--- src/verilog/alu_pkg.sv ---
`default_nettype none

package alu_pkg;

  localparam int xlen = 32;                   // datapath width
  localparam int shamt_w = $clog2(xlen);      // shift amount bits taken from src2

  // divider timing
  localparam int div_iters = 32;              // one quotient bit per run cycle
  localparam int div_cnt_w = $clog2(div_iters);
  localparam int div_stall_cycles = 34;       // start + run + done, miss case

  localparam int cache_entries = 2;           // divide history depth

  typedef enum logic [4:0] {
    op_add,
    op_sub,
    op_slt,
    op_sltu,
    op_and,
    op_nor,
    op_or,
    op_xor,
    op_sll,
    op_srl,
    op_sra,
    op_lui,
    op_mul,    // low word
    op_mulh,   // signed high word
    op_mulhu,  // unsigned high word
    op_div,
    op_divu,
    op_mod,
    op_modu
  } alu_op_e;

  typedef enum logic [1:0] {
    div_idle,
    div_run,
    div_done
  } div_state_e;

endpackage

`default_nettype wire

--- src/verilog/mult_core.sv ---
`timescale 1ns/10ps
`default_nettype none

module mult_core (
  input  wire                          clk,
  input  wire                          rstn,
  input  wire  [alu_pkg::xlen-1:0]     src1,
  input  wire  [alu_pkg::xlen-1:0]     src2,
  input  wire                          sign_en,
  output logic [2*alu_pkg::xlen-1:0]   product
);

  // one extra bit so signed and unsigned share a single signed multiplier
  logic signed [alu_pkg::xlen:0]       a_ext;
  logic signed [alu_pkg::xlen:0]       b_ext;
  logic signed [2*alu_pkg::xlen+1:0]   full_prod;

  assign a_ext = {sign_en & src1[alu_pkg::xlen-1], src1};
  assign b_ext = {sign_en & src2[alu_pkg::xlen-1], src2};

  assign full_prod = a_ext * b_ext;

  // product shows up one cycle after the operands
  always_ff @(posedge clk) begin
    if (!rstn) begin
      product <= '0;
    end else begin
      product <= full_prod[2*alu_pkg::xlen-1:0];  // top two bits are sign copies
    end
  end

endmodule

`default_nettype wire

--- src/verilog/div_core.sv ---
`timescale 1ns/10ps
`default_nettype none

module div_core (
  input  wire                      clk,
  input  wire                      rstn,
  input  wire                      start,
  input  wire                      sign_en,
  input  wire  [alu_pkg::xlen-1:0] src1,
  input  wire  [alu_pkg::xlen-1:0] src2,
  output logic [alu_pkg::xlen-1:0] quo,
  output logic [alu_pkg::xlen-1:0] rem,
  output logic                     busy,
  output logic                     done
);

  alu_pkg::div_state_e state;
  logic [alu_pkg::div_cnt_w-1:0] cnt;

  logic [alu_pkg::xlen-1:0] dvd_q;      // dividend magnitude shifted out msb first
  logic [alu_pkg::xlen-1:0] dvs_q;      // divisor magnitude
  logic [alu_pkg::xlen-1:0] prem_q;     // partial remainder
  logic [alu_pkg::xlen-1:0] q_q;        // quotient bits so far
  logic                     quo_neg_q;
  logic                     rem_neg_q;

  logic [alu_pkg::xlen-1:0] src1_mag;
  logic [alu_pkg::xlen-1:0] src2_mag;
  logic [alu_pkg::xlen:0]   prem_shift;
  logic [alu_pkg::xlen:0]   trial;

  assign src1_mag = (sign_en && src1[alu_pkg::xlen-1]) ? -src1 : src1;
  assign src2_mag = (sign_en && src2[alu_pkg::xlen-1]) ? -src2 : src2;

  // bring in next dividend bit, then try the subtract
  assign prem_shift = {prem_q, dvd_q[alu_pkg::xlen-1]};
  assign trial      = prem_shift - {1'b0, dvs_q};

  always_ff @(posedge clk) begin
    if (!rstn) begin
      state <= alu_pkg::div_idle;
      cnt   <= '0;
    end else begin
      case (state)
        alu_pkg::div_idle: begin
          if (start) begin
            state <= alu_pkg::div_run;
            cnt   <= '0;
          end
        end
        alu_pkg::div_run: begin
          cnt <= cnt + 1'b1;
          if (int'(cnt) == alu_pkg::div_iters - 1) begin
            state <= alu_pkg::div_done;
          end
        end
        alu_pkg::div_done: state <= alu_pkg::div_idle;  // single cycle
        default:           state <= alu_pkg::div_idle;
      endcase
    end
  end

  always_ff @(posedge clk) begin
    if (state == alu_pkg::div_idle && start) begin
      dvd_q     <= src1_mag;
      dvs_q     <= src2_mag;
      prem_q    <= '0;
      q_q       <= '0;
      quo_neg_q <= sign_en & (src1[alu_pkg::xlen-1] ^ src2[alu_pkg::xlen-1]);
      rem_neg_q <= sign_en & src1[alu_pkg::xlen-1];  // remainder follows dividend
    end else if (state == alu_pkg::div_run) begin
      dvd_q <= dvd_q << 1;
      if (!trial[alu_pkg::xlen]) begin      // divisor fits when there is no borrow
        prem_q <= trial[alu_pkg::xlen-1:0];
        q_q    <= {q_q[alu_pkg::xlen-2:0], 1'b1};
      end else begin
        prem_q <= prem_shift[alu_pkg::xlen-1:0];
        q_q    <= {q_q[alu_pkg::xlen-2:0], 1'b0};
      end
    end
  end

  // sign fix-up is only used while done is high
  assign quo  = quo_neg_q ? -q_q : q_q;
  assign rem  = rem_neg_q ? -prem_q : prem_q;
  assign busy = (state != alu_pkg::div_idle);
  assign done = (state == alu_pkg::div_done);

  // done comes after the full run, lasts one cycle, then back to idle
  a_done_pulse: assert property (@(posedge clk) disable iff (!rstn)
    (state == alu_pkg::div_idle && start) |->
      ##(alu_pkg::div_iters + 1) done ##1 (state == alu_pkg::div_idle));

endmodule

`default_nettype wire

--- src/verilog/div_result_cache.sv ---
`timescale 1ns/10ps
`default_nettype none

module div_result_cache (
  input  wire                      clk,
  input  wire                      rstn,
  input  wire  [alu_pkg::xlen-1:0] src1,
  input  wire  [alu_pkg::xlen-1:0] src2,
  input  wire                      sign_en,
  input  wire                      write,
  input  wire  [alu_pkg::xlen-1:0] wr_quo,
  input  wire  [alu_pkg::xlen-1:0] wr_rem,
  output logic                     hit,
  output logic [alu_pkg::xlen-1:0] hit_quo,
  output logic [alu_pkg::xlen-1:0] hit_rem
);

  logic [alu_pkg::cache_entries-1:0] valid_q;
  logic [alu_pkg::xlen-1:0]          op1_q  [alu_pkg::cache_entries];
  logic [alu_pkg::xlen-1:0]          op2_q  [alu_pkg::cache_entries];
  logic                              sign_q [alu_pkg::cache_entries];
  logic [alu_pkg::xlen-1:0]          quo_q  [alu_pkg::cache_entries];
  logic [alu_pkg::xlen-1:0]          rem_q  [alu_pkg::cache_entries];

  logic [$clog2(alu_pkg::cache_entries)-1:0] wr_ptr;  // oldest entry
  logic [alu_pkg::cache_entries-1:0]         match;

  always_ff @(posedge clk) begin
    if (!rstn) begin
      valid_q <= '0;
      wr_ptr  <= '0;
    end else if (write) begin
      valid_q[wr_ptr] <= 1'b1;
      wr_ptr          <= wr_ptr + 1'b1;  // round robin
    end
  end

  always_ff @(posedge clk) begin
    if (write) begin
      op1_q[wr_ptr]  <= src1;
      op2_q[wr_ptr]  <= src2;
      sign_q[wr_ptr] <= sign_en;
      quo_q[wr_ptr]  <= wr_quo;
      rem_q[wr_ptr]  <= wr_rem;
    end
  end

  for (genvar i = 0; i < alu_pkg::cache_entries; i++) begin : g_match
    assign match[i] = valid_q[i] && (op1_q[i] == src1) && (op2_q[i] == src2)
                      && (sign_q[i] == sign_en);
  end

  assign hit = |match;

  // walk down so the lowest matching entry wins
  always_comb begin
    hit_quo = '0;
    hit_rem = '0;
    for (int i = alu_pkg::cache_entries - 1; i >= 0; i--) begin
      if (match[i]) begin
        hit_quo = quo_q[i];
        hit_rem = rem_q[i];
      end
    end
  end

  a_match_agree: assert property (@(posedge clk) disable iff (!rstn)
    (&match) |-> (quo_q[0] == quo_q[1]) && (rem_q[0] == rem_q[1]));

endmodule

`default_nettype wire

--- src/verilog/alu.sv ---
`timescale 1ns/10ps
`default_nettype none

module alu (
  input  wire                      clk,
  input  wire                      rstn,
  input  wire alu_pkg::alu_op_e    alu_op,
  input  wire  [alu_pkg::xlen-1:0] src1,
  input  wire  [alu_pkg::xlen-1:0] src2,
  output logic [alu_pkg::xlen-1:0] result,
  output logic                     stall
);

  logic                         adder_inv;
  logic [alu_pkg::xlen-1:0]     adder_b;
  logic [alu_pkg::xlen-1:0]     adder_sum;
  logic                         adder_cout;
  logic                         slt_bit;
  logic                         sltu_bit;
  logic [alu_pkg::xlen-1:0]     sll_res;
  logic                         sra_fill;
  logic [2*alu_pkg::xlen-1:0]   sr64_res;

  logic                         is_mul;
  logic                         mul_sign;
  logic [2*alu_pkg::xlen-1:0]   product;
  logic                         mult_stall;
  logic                         mult_stall_q;

  logic                         is_div;
  logic                         div_sign;
  logic                         div_by_zero;
  logic                         div_of_zero;
  logic                         div_miss;
  logic                         div_start;
  logic                         div_busy;
  logic                         div_done;
  logic [alu_pkg::xlen-1:0]     div_quo;
  logic [alu_pkg::xlen-1:0]     div_rem;
  logic                         cache_hit;
  logic [alu_pkg::xlen-1:0]     hit_quo;
  logic [alu_pkg::xlen-1:0]     hit_rem;
  logic [alu_pkg::xlen-1:0]     quo_res;
  logic [alu_pkg::xlen-1:0]     rem_res;

  // shared adder computes src1 - src2 for sub and compares
  assign adder_inv = alu_op inside {alu_pkg::op_sub, alu_pkg::op_slt, alu_pkg::op_sltu};
  assign adder_b   = adder_inv ? ~src2 : src2;
  assign {adder_cout, adder_sum} = {1'b0, src1} + {1'b0, adder_b}
                                   + {{alu_pkg::xlen{1'b0}}, adder_inv};

  assign slt_bit  = (src1[alu_pkg::xlen-1] & ~src2[alu_pkg::xlen-1])
                  | ((src1[alu_pkg::xlen-1] ~^ src2[alu_pkg::xlen-1])
                     & adder_sum[alu_pkg::xlen-1]);
  assign sltu_bit = ~adder_cout;  // borrow out

  assign sll_res  = src1 << src2[alu_pkg::shamt_w-1:0];
  assign sra_fill = (alu_op == alu_pkg::op_sra) & src1[alu_pkg::xlen-1];
  assign sr64_res = {{alu_pkg::xlen{sra_fill}}, src1} >> src2[alu_pkg::shamt_w-1:0];

  assign is_mul   = alu_op inside {alu_pkg::op_mul, alu_pkg::op_mulh, alu_pkg::op_mulhu};
  assign mul_sign = alu_op inside {alu_pkg::op_mul, alu_pkg::op_mulh};

  mult_core mult_inst (
    .clk     (clk),
    .rstn    (rstn),
    .src1    (src1),
    .src2    (src2),
    .sign_en (mul_sign),
    .product (product)
  );

  // stall toggles so a held multiply restarts the pair
  assign mult_stall = is_mul ^ mult_stall_q;

  always_ff @(posedge clk) begin
    if (!rstn) begin
      mult_stall_q <= 1'b0;
    end else begin
      mult_stall_q <= mult_stall;
    end
  end

  assign is_div      = alu_op inside {alu_pkg::op_div, alu_pkg::op_divu,
                                      alu_pkg::op_mod, alu_pkg::op_modu};
  assign div_sign    = alu_op inside {alu_pkg::op_div, alu_pkg::op_mod};
  assign div_by_zero = (src2 == '0);
  assign div_of_zero = (src1 == '0);
  assign div_miss    = is_div & ~div_by_zero & ~div_of_zero & ~cache_hit;
  assign div_start   = div_miss & ~div_busy;

  div_core div_inst (
    .clk     (clk),
    .rstn    (rstn),
    .start   (div_start),
    .sign_en (div_sign),
    .src1    (src1),
    .src2    (src2),
    .quo     (div_quo),
    .rem     (div_rem),
    .busy    (div_busy),
    .done    (div_done)
  );

  div_result_cache cache_inst (
    .clk     (clk),
    .rstn    (rstn),
    .src1    (src1),
    .src2    (src2),
    .sign_en (div_sign),
    .write   (div_done),  // operands still held by upstream at done
    .wr_quo  (div_quo),
    .wr_rem  (div_rem),
    .hit     (cache_hit),
    .hit_quo (hit_quo),
    .hit_rem (hit_rem)
  );

  // a miss ends by hitting the entry that done just wrote
  assign quo_res = div_by_zero ? '1 : div_of_zero ? '0 : hit_quo;
  assign rem_res = div_by_zero ? src1 : div_of_zero ? '0 : hit_rem;

  assign stall = mult_stall | div_miss;

  always_comb begin
    case (alu_op)
      alu_pkg::op_add,
      alu_pkg::op_sub:   result = adder_sum;
      alu_pkg::op_slt:   result = {{(alu_pkg::xlen-1){1'b0}}, slt_bit};
      alu_pkg::op_sltu:  result = {{(alu_pkg::xlen-1){1'b0}}, sltu_bit};
      alu_pkg::op_and:   result = src1 & src2;
      alu_pkg::op_nor:   result = ~(src1 | src2);
      alu_pkg::op_or:    result = src1 | src2;
      alu_pkg::op_xor:   result = src1 ^ src2;
      alu_pkg::op_lui:   result = src2;  // upper bits come pre-shifted
      alu_pkg::op_sll:   result = sll_res;
      alu_pkg::op_srl,
      alu_pkg::op_sra:   result = sr64_res[alu_pkg::xlen-1:0];
      alu_pkg::op_mul:   result = product[alu_pkg::xlen-1:0];
      alu_pkg::op_mulh,
      alu_pkg::op_mulhu: result = product[2*alu_pkg::xlen-1:alu_pkg::xlen];
      alu_pkg::op_div,
      alu_pkg::op_divu:  result = quo_res;
      alu_pkg::op_mod,
      alu_pkg::op_modu:  result = rem_res;
      default:           result = '0;
    endcase
  end

  // a finished divide is served from the cache and never relaunched
  a_no_relaunch: assert property (@(posedge clk) disable iff (!rstn)
    div_inst.state == alu_pkg::div_done |=> !div_start);

  // longest stall is a full divide miss
  a_stall_bound: assert property (@(posedge clk) disable iff (!rstn)
    $rose(stall) |-> ##[1:alu_pkg::div_stall_cycles] !stall);

endmodule

`default_nettype wire

--- config.mk ---
export PLATFORM = sky130hd
export DESIGN_NAME = alu
export DESIGN_NICKNAME = d
export VERILOG_FILES = /design/src/verilog/alu_pkg.sv /design/src/verilog/mult_core.sv /design/src/verilog/div_core.sv /design/src/verilog/div_result_cache.sv /design/src/verilog/alu.sv
export SDC_FILE = /design/constraint.sdc
export NUM_CORES = 2
export LEC_CHECK = 0
export ABC_AREA = 1
export BUFFER_PORTS_ARGS = -buffer_cell sky130_fd_sc_hd__buf_4
export CAP_MARGIN = 20
export CORE_MARGIN = 3
export CORE_UTILIZATION = 25
export CTS_BUF_LIST = sky130_fd_sc_hd__clkbuf_4 sky130_fd_sc_hd__clkbuf_8
export CTS_CLUSTER_SIZE = 8
export DETAILED_ROUTE_END_ITERATION = 12
export PLACE_DENSITY = 0.4
export SLEW_MARGIN = 20
export SYNTH_ARGS = -nofsm -noshare
export SYNTH_HDL_FRONTEND = slang
export SYNTH_SLANG_ARGS = --single-unit
--- constraint.sdc ---
create_clock -name clk -period 12.07 [get_ports clk]
set_clock_uncertainty 0.05 [all_clocks]
set_input_delay 3.0175 -clock clk [delete_from_list [all_inputs] [get_ports clk]]
set_output_delay 3.0175 -clock clk [all_outputs]
set_load 0.005 [all_outputs]
==> run_results.csv <==
group,metric,value,unit
route,drt-initial-drc-count,6436,
timing,hold_viol,0,
setup_path,critPathRequiredTime,12710,ps
cells_and_area,drive_gt1_frac,0.0573,
route,dr_total_vias,63900,
grt,overflow,0,
cts,clk_pin_slew,60,ps
cts,cts_tree,"built",
placement,numPortBuffers,103,
floorplanning,io_pins,104,
synth,syn_area,72300,sq um
synth,yosysWarnings,0,
grt,track_usage,0.229,
cts,clock_latency,820,ps
timing,max_freq,88.4,MHz
cts,cts_buffers,90,
placement,hpwl,270000,um
timing,finalCritPeriodShare,0.937,
route,wl_per_cell,25.7,um
grt,antenna_found_initial,26,
placement,gp_congestion,0.970,
timing,worstMarginPinSlew,1240,ps
floorplanning,fp-row-count,196,
grt,grt_pass1_wl,490000,um
cts,ctsRootBufferMaster,"clkbuf_8",
timing,slew-limit-headroom,0.166,
hold_path,min_from,"div_inst.q_q[0]",
setup_path,critPathCaptureType,"flip-flop",
cells_and_area,area_growth,9.94,%
job,maxCapViolCount,0,
hold_path,hold_class,"reg -> reg",
cts,postCtsSetupRepairBufs,0,
route,ant_nets,0,
grt,grt_pass1_vias,65400,
cts,cts_sinks,463,
grt,grt_max_degree,77,
timing,rsz0062_at_grt,"false",
route,drt-total-wl,342000,um
floorplanning,core_area,286000,sq um
setup_path,startpoint_type,"input port",
floorplanning,die_h,544,um
timing,setup_viol_count_final,0,
timing,min_period,11310,ps
cts,h-tree-depth,3,
cts,cts.repair.resized,0,
setup_path,reg2reg_slack,8110,ps
hold_path,whs_path_depth,0,
synth,synth_cells,9538,
synth,synth_edf_count,324,
synth,synth-seq-cells,463,
synth,seq_area_frac_synth,0.173,
floorplanning,dieArea,296000,sq um
floorplanning,start_util,0.253,
floorplanning,die_x,544,um
cts,cts_buffer_depth,3,
synth,syn_area_per_cell,7.58,sq um
synth,async_flop_share,0,
setup_path,crit_type,"in -> reg",
synth,yosysUniqueCellTypes,56,
timing,maxSlewViolCount,0,
setup_path,cp_max_fo,29,
setup_path,r2r-start,"cache_inst.op2_q[0][4]",
hold_path,hold_path_end,"cache_inst.quo_q[0][0]",
setup_path,worst_ep_arrival_time,11950,ps
setup_path,r2r-end,"div_inst.dvd_q[24]",
route,via_per_inst,4.80,
synth,synth_nets,11100,
cells_and_area,n_fill_cell,31700,
timing,fin_setup_tns,0,ps
cells_and_area,layout.nets,11000,
status,status,"finished clean",
route,drc,0,
route,drtPass1Iterations,7,
synth,synth_ff_type,"edfxtp_1",
setup_path,reg2regPathDepth,13,
cts,ctsHoldBuffers,0,
## sequential cells by signal, summed over array words and instances (netlist names)
name and cells:
cache_inst.op1_q 64, cache_inst.op2_q 64, cache_inst.quo_q 64, cache_inst.rem_q 64, mult_inst.product 64, div_inst.dvd_q 32, div_inst.dvs_q 32, div_inst.prem_q 32
div_inst.q_q 32, div_inst.cnt 5, cache_inst.sign_q 2, cache_inst.valid_q 2, div_inst.state 2, cache_inst.wr_ptr 1, div_inst.quo_neg_q 1, div_inst.rem_neg_q 1
mult_stall_q 1
## cell type report
type | instances | area (sq um) | share of cell area
Multi-Input combinational cell | 6430 | 49700 | 0.624
Antenna cell | 9 | 22.5 | 0.000283
Tap cell | 3762 | 4710 | 0.0592
Clock buffer | 126 | 1590 | 0.0200
Inverter | 2219 | 8330 | 0.105
Timing Repair Buffer | 281 | 2180 | 0.0275
Clock inverter | 42 | 515 | 0.00648
Sequential cell | 463 | 12500 | 0.157
## per-stage QoR
stage	cell area (sq um)	hold WS (ps)	instances	setup WS, ps	util
after floorplan	72300	376	9538	1690	-
after global placement	77400	392	13200	223	0.270
after detailed placement	77400	401	13200	255	0.270
after CTS	79500	415	13300	1120	0.278
after global routing	79500	439	13300	693	0.278
final	79500	422	13300	761	0.278
## metal layers
metal | up-vias | global-route usage | share of wire | wire length (um)
li1 | 28600 | - | - | -
met1 | 32700 | 0.339 | 0.47 | 161000
met2 | 2293 | 0.357 | 0.44 | 151000
met3 | 356 | 0.0247 | 0.062 | 21100
met4 | 6 | 0.0549 | 0.027 | 9340
met5 | - | 0 | 0.00012 | 40
## critical path: stages
cell and delay (ps):
buf_4 130, inv_2 110, nand3_1 140, inv_1 400
nand2_1 180, buf_12 210, nor2_1 300, fa_1 550
fa_1 640, fa_2 530, inv_1 440, fa_1 530
fa_1 500, fa_1 570, fa_1 430, fa_1 490
inv_1 40, ha_1 360, a21o_1 240, a31oi_1 350
o21ai_0 180, a21oi_1 420, nand3_1 390, a21o_1 290
nand2_1 60, nand2_1 50, nor2_1 310
## cell usage after synthesis, types with 64 or more instances
library cell / n / share of area
nor2_1: 622 / 0.032
nand2_1: 2530 / 0.13
nand4_1: 90 / 0.0078
fa_1: 1127 / 0.31
o21ai_0: 430 / 0.030
a21oi_1: 311 / 0.022
ha_1: 347 / 0.060
clkbuf_1: 211 / 0.011
inv_1: 2168 / 0.11
dfxtp_1: 139 / 0.038
edfxtp_1: 324 / 0.13
buf_1: 119 / 0.0062
xor2_1: 169 / 0.020
o21ai_1: 64 / 0.0044
nand3_1: 274 / 0.019
## logic make-up (layout without fill, tap and decap cells)
family / count (synthesis) / after routing / share of synthesized area
AOI/OAI and AO/OA: 1049 / 1049 / 0.0809
xor gates and xnor gates: 215 / 215 / 0.0260
adders and majority gates: 1474 / 1474 / 0.372
buffers and inverters: 2645 / 2668 / 0.141
DFF: 463 / 463 / 0.173
muxes: 13 / 13 / 0.00180
other: 0 / 9 / 0
and+or+nand+nor: 3679 / 3679 / 0.205
## how the worst max path moves through the flow
| stage | from | slack [ps] | endpoint |
|---|---|---|---|
| floorplan | alu_op[4] | 1690 | mult_inst.product[58] |
| global placement | alu_op[4] | 220 | mult_inst.product[49] |
| finish | alu_op[4] | 760 | mult_inst.product[49] |
| global route | alu_op[4] | 690 | mult_inst.product[49] |
| detailed placement | alu_op[4] | 260 | mult_inst.product[49] |
| CTS | alu_op[4] | 1120 | mult_inst.product[49] |
## placed cells by master (no fill, tap or decap), types with 13 or more instances in the layout
cell / count
inv_1: 2165
dfxtp_1: 139
nor4_1: 23
o211ai_1: 26
clkbuf_4: 23
ha_1: 347
a221oi_1: 22
nor2_2: 16
a211oi_1: 14
fa_1: 1126
o21bai_1: 25
o21ai_0: 429
nand3b_1: 21
o21a_1: 20
a21o_1: 28
buf_4: 275
xnor2_1: 46
nand2_1: 2530
or2_2: 23
edfxtp_1: 324
o22ai_1: 17
a31oi_1: 46
clkinv_1: 19
clkbuf_8: 103
nand3_1: 273
inv_2: 47
nor3_1: 53
a21boi_0: 14
a21oi_1: 311
nor2_1: 614
mux2i_1: 13
nand4_1: 90
o21ai_1: 65
xor2_1: 169
Power is not shown: default switching activity piles up to over one toggle a cycle in this logic, so the estimate is an artifact.
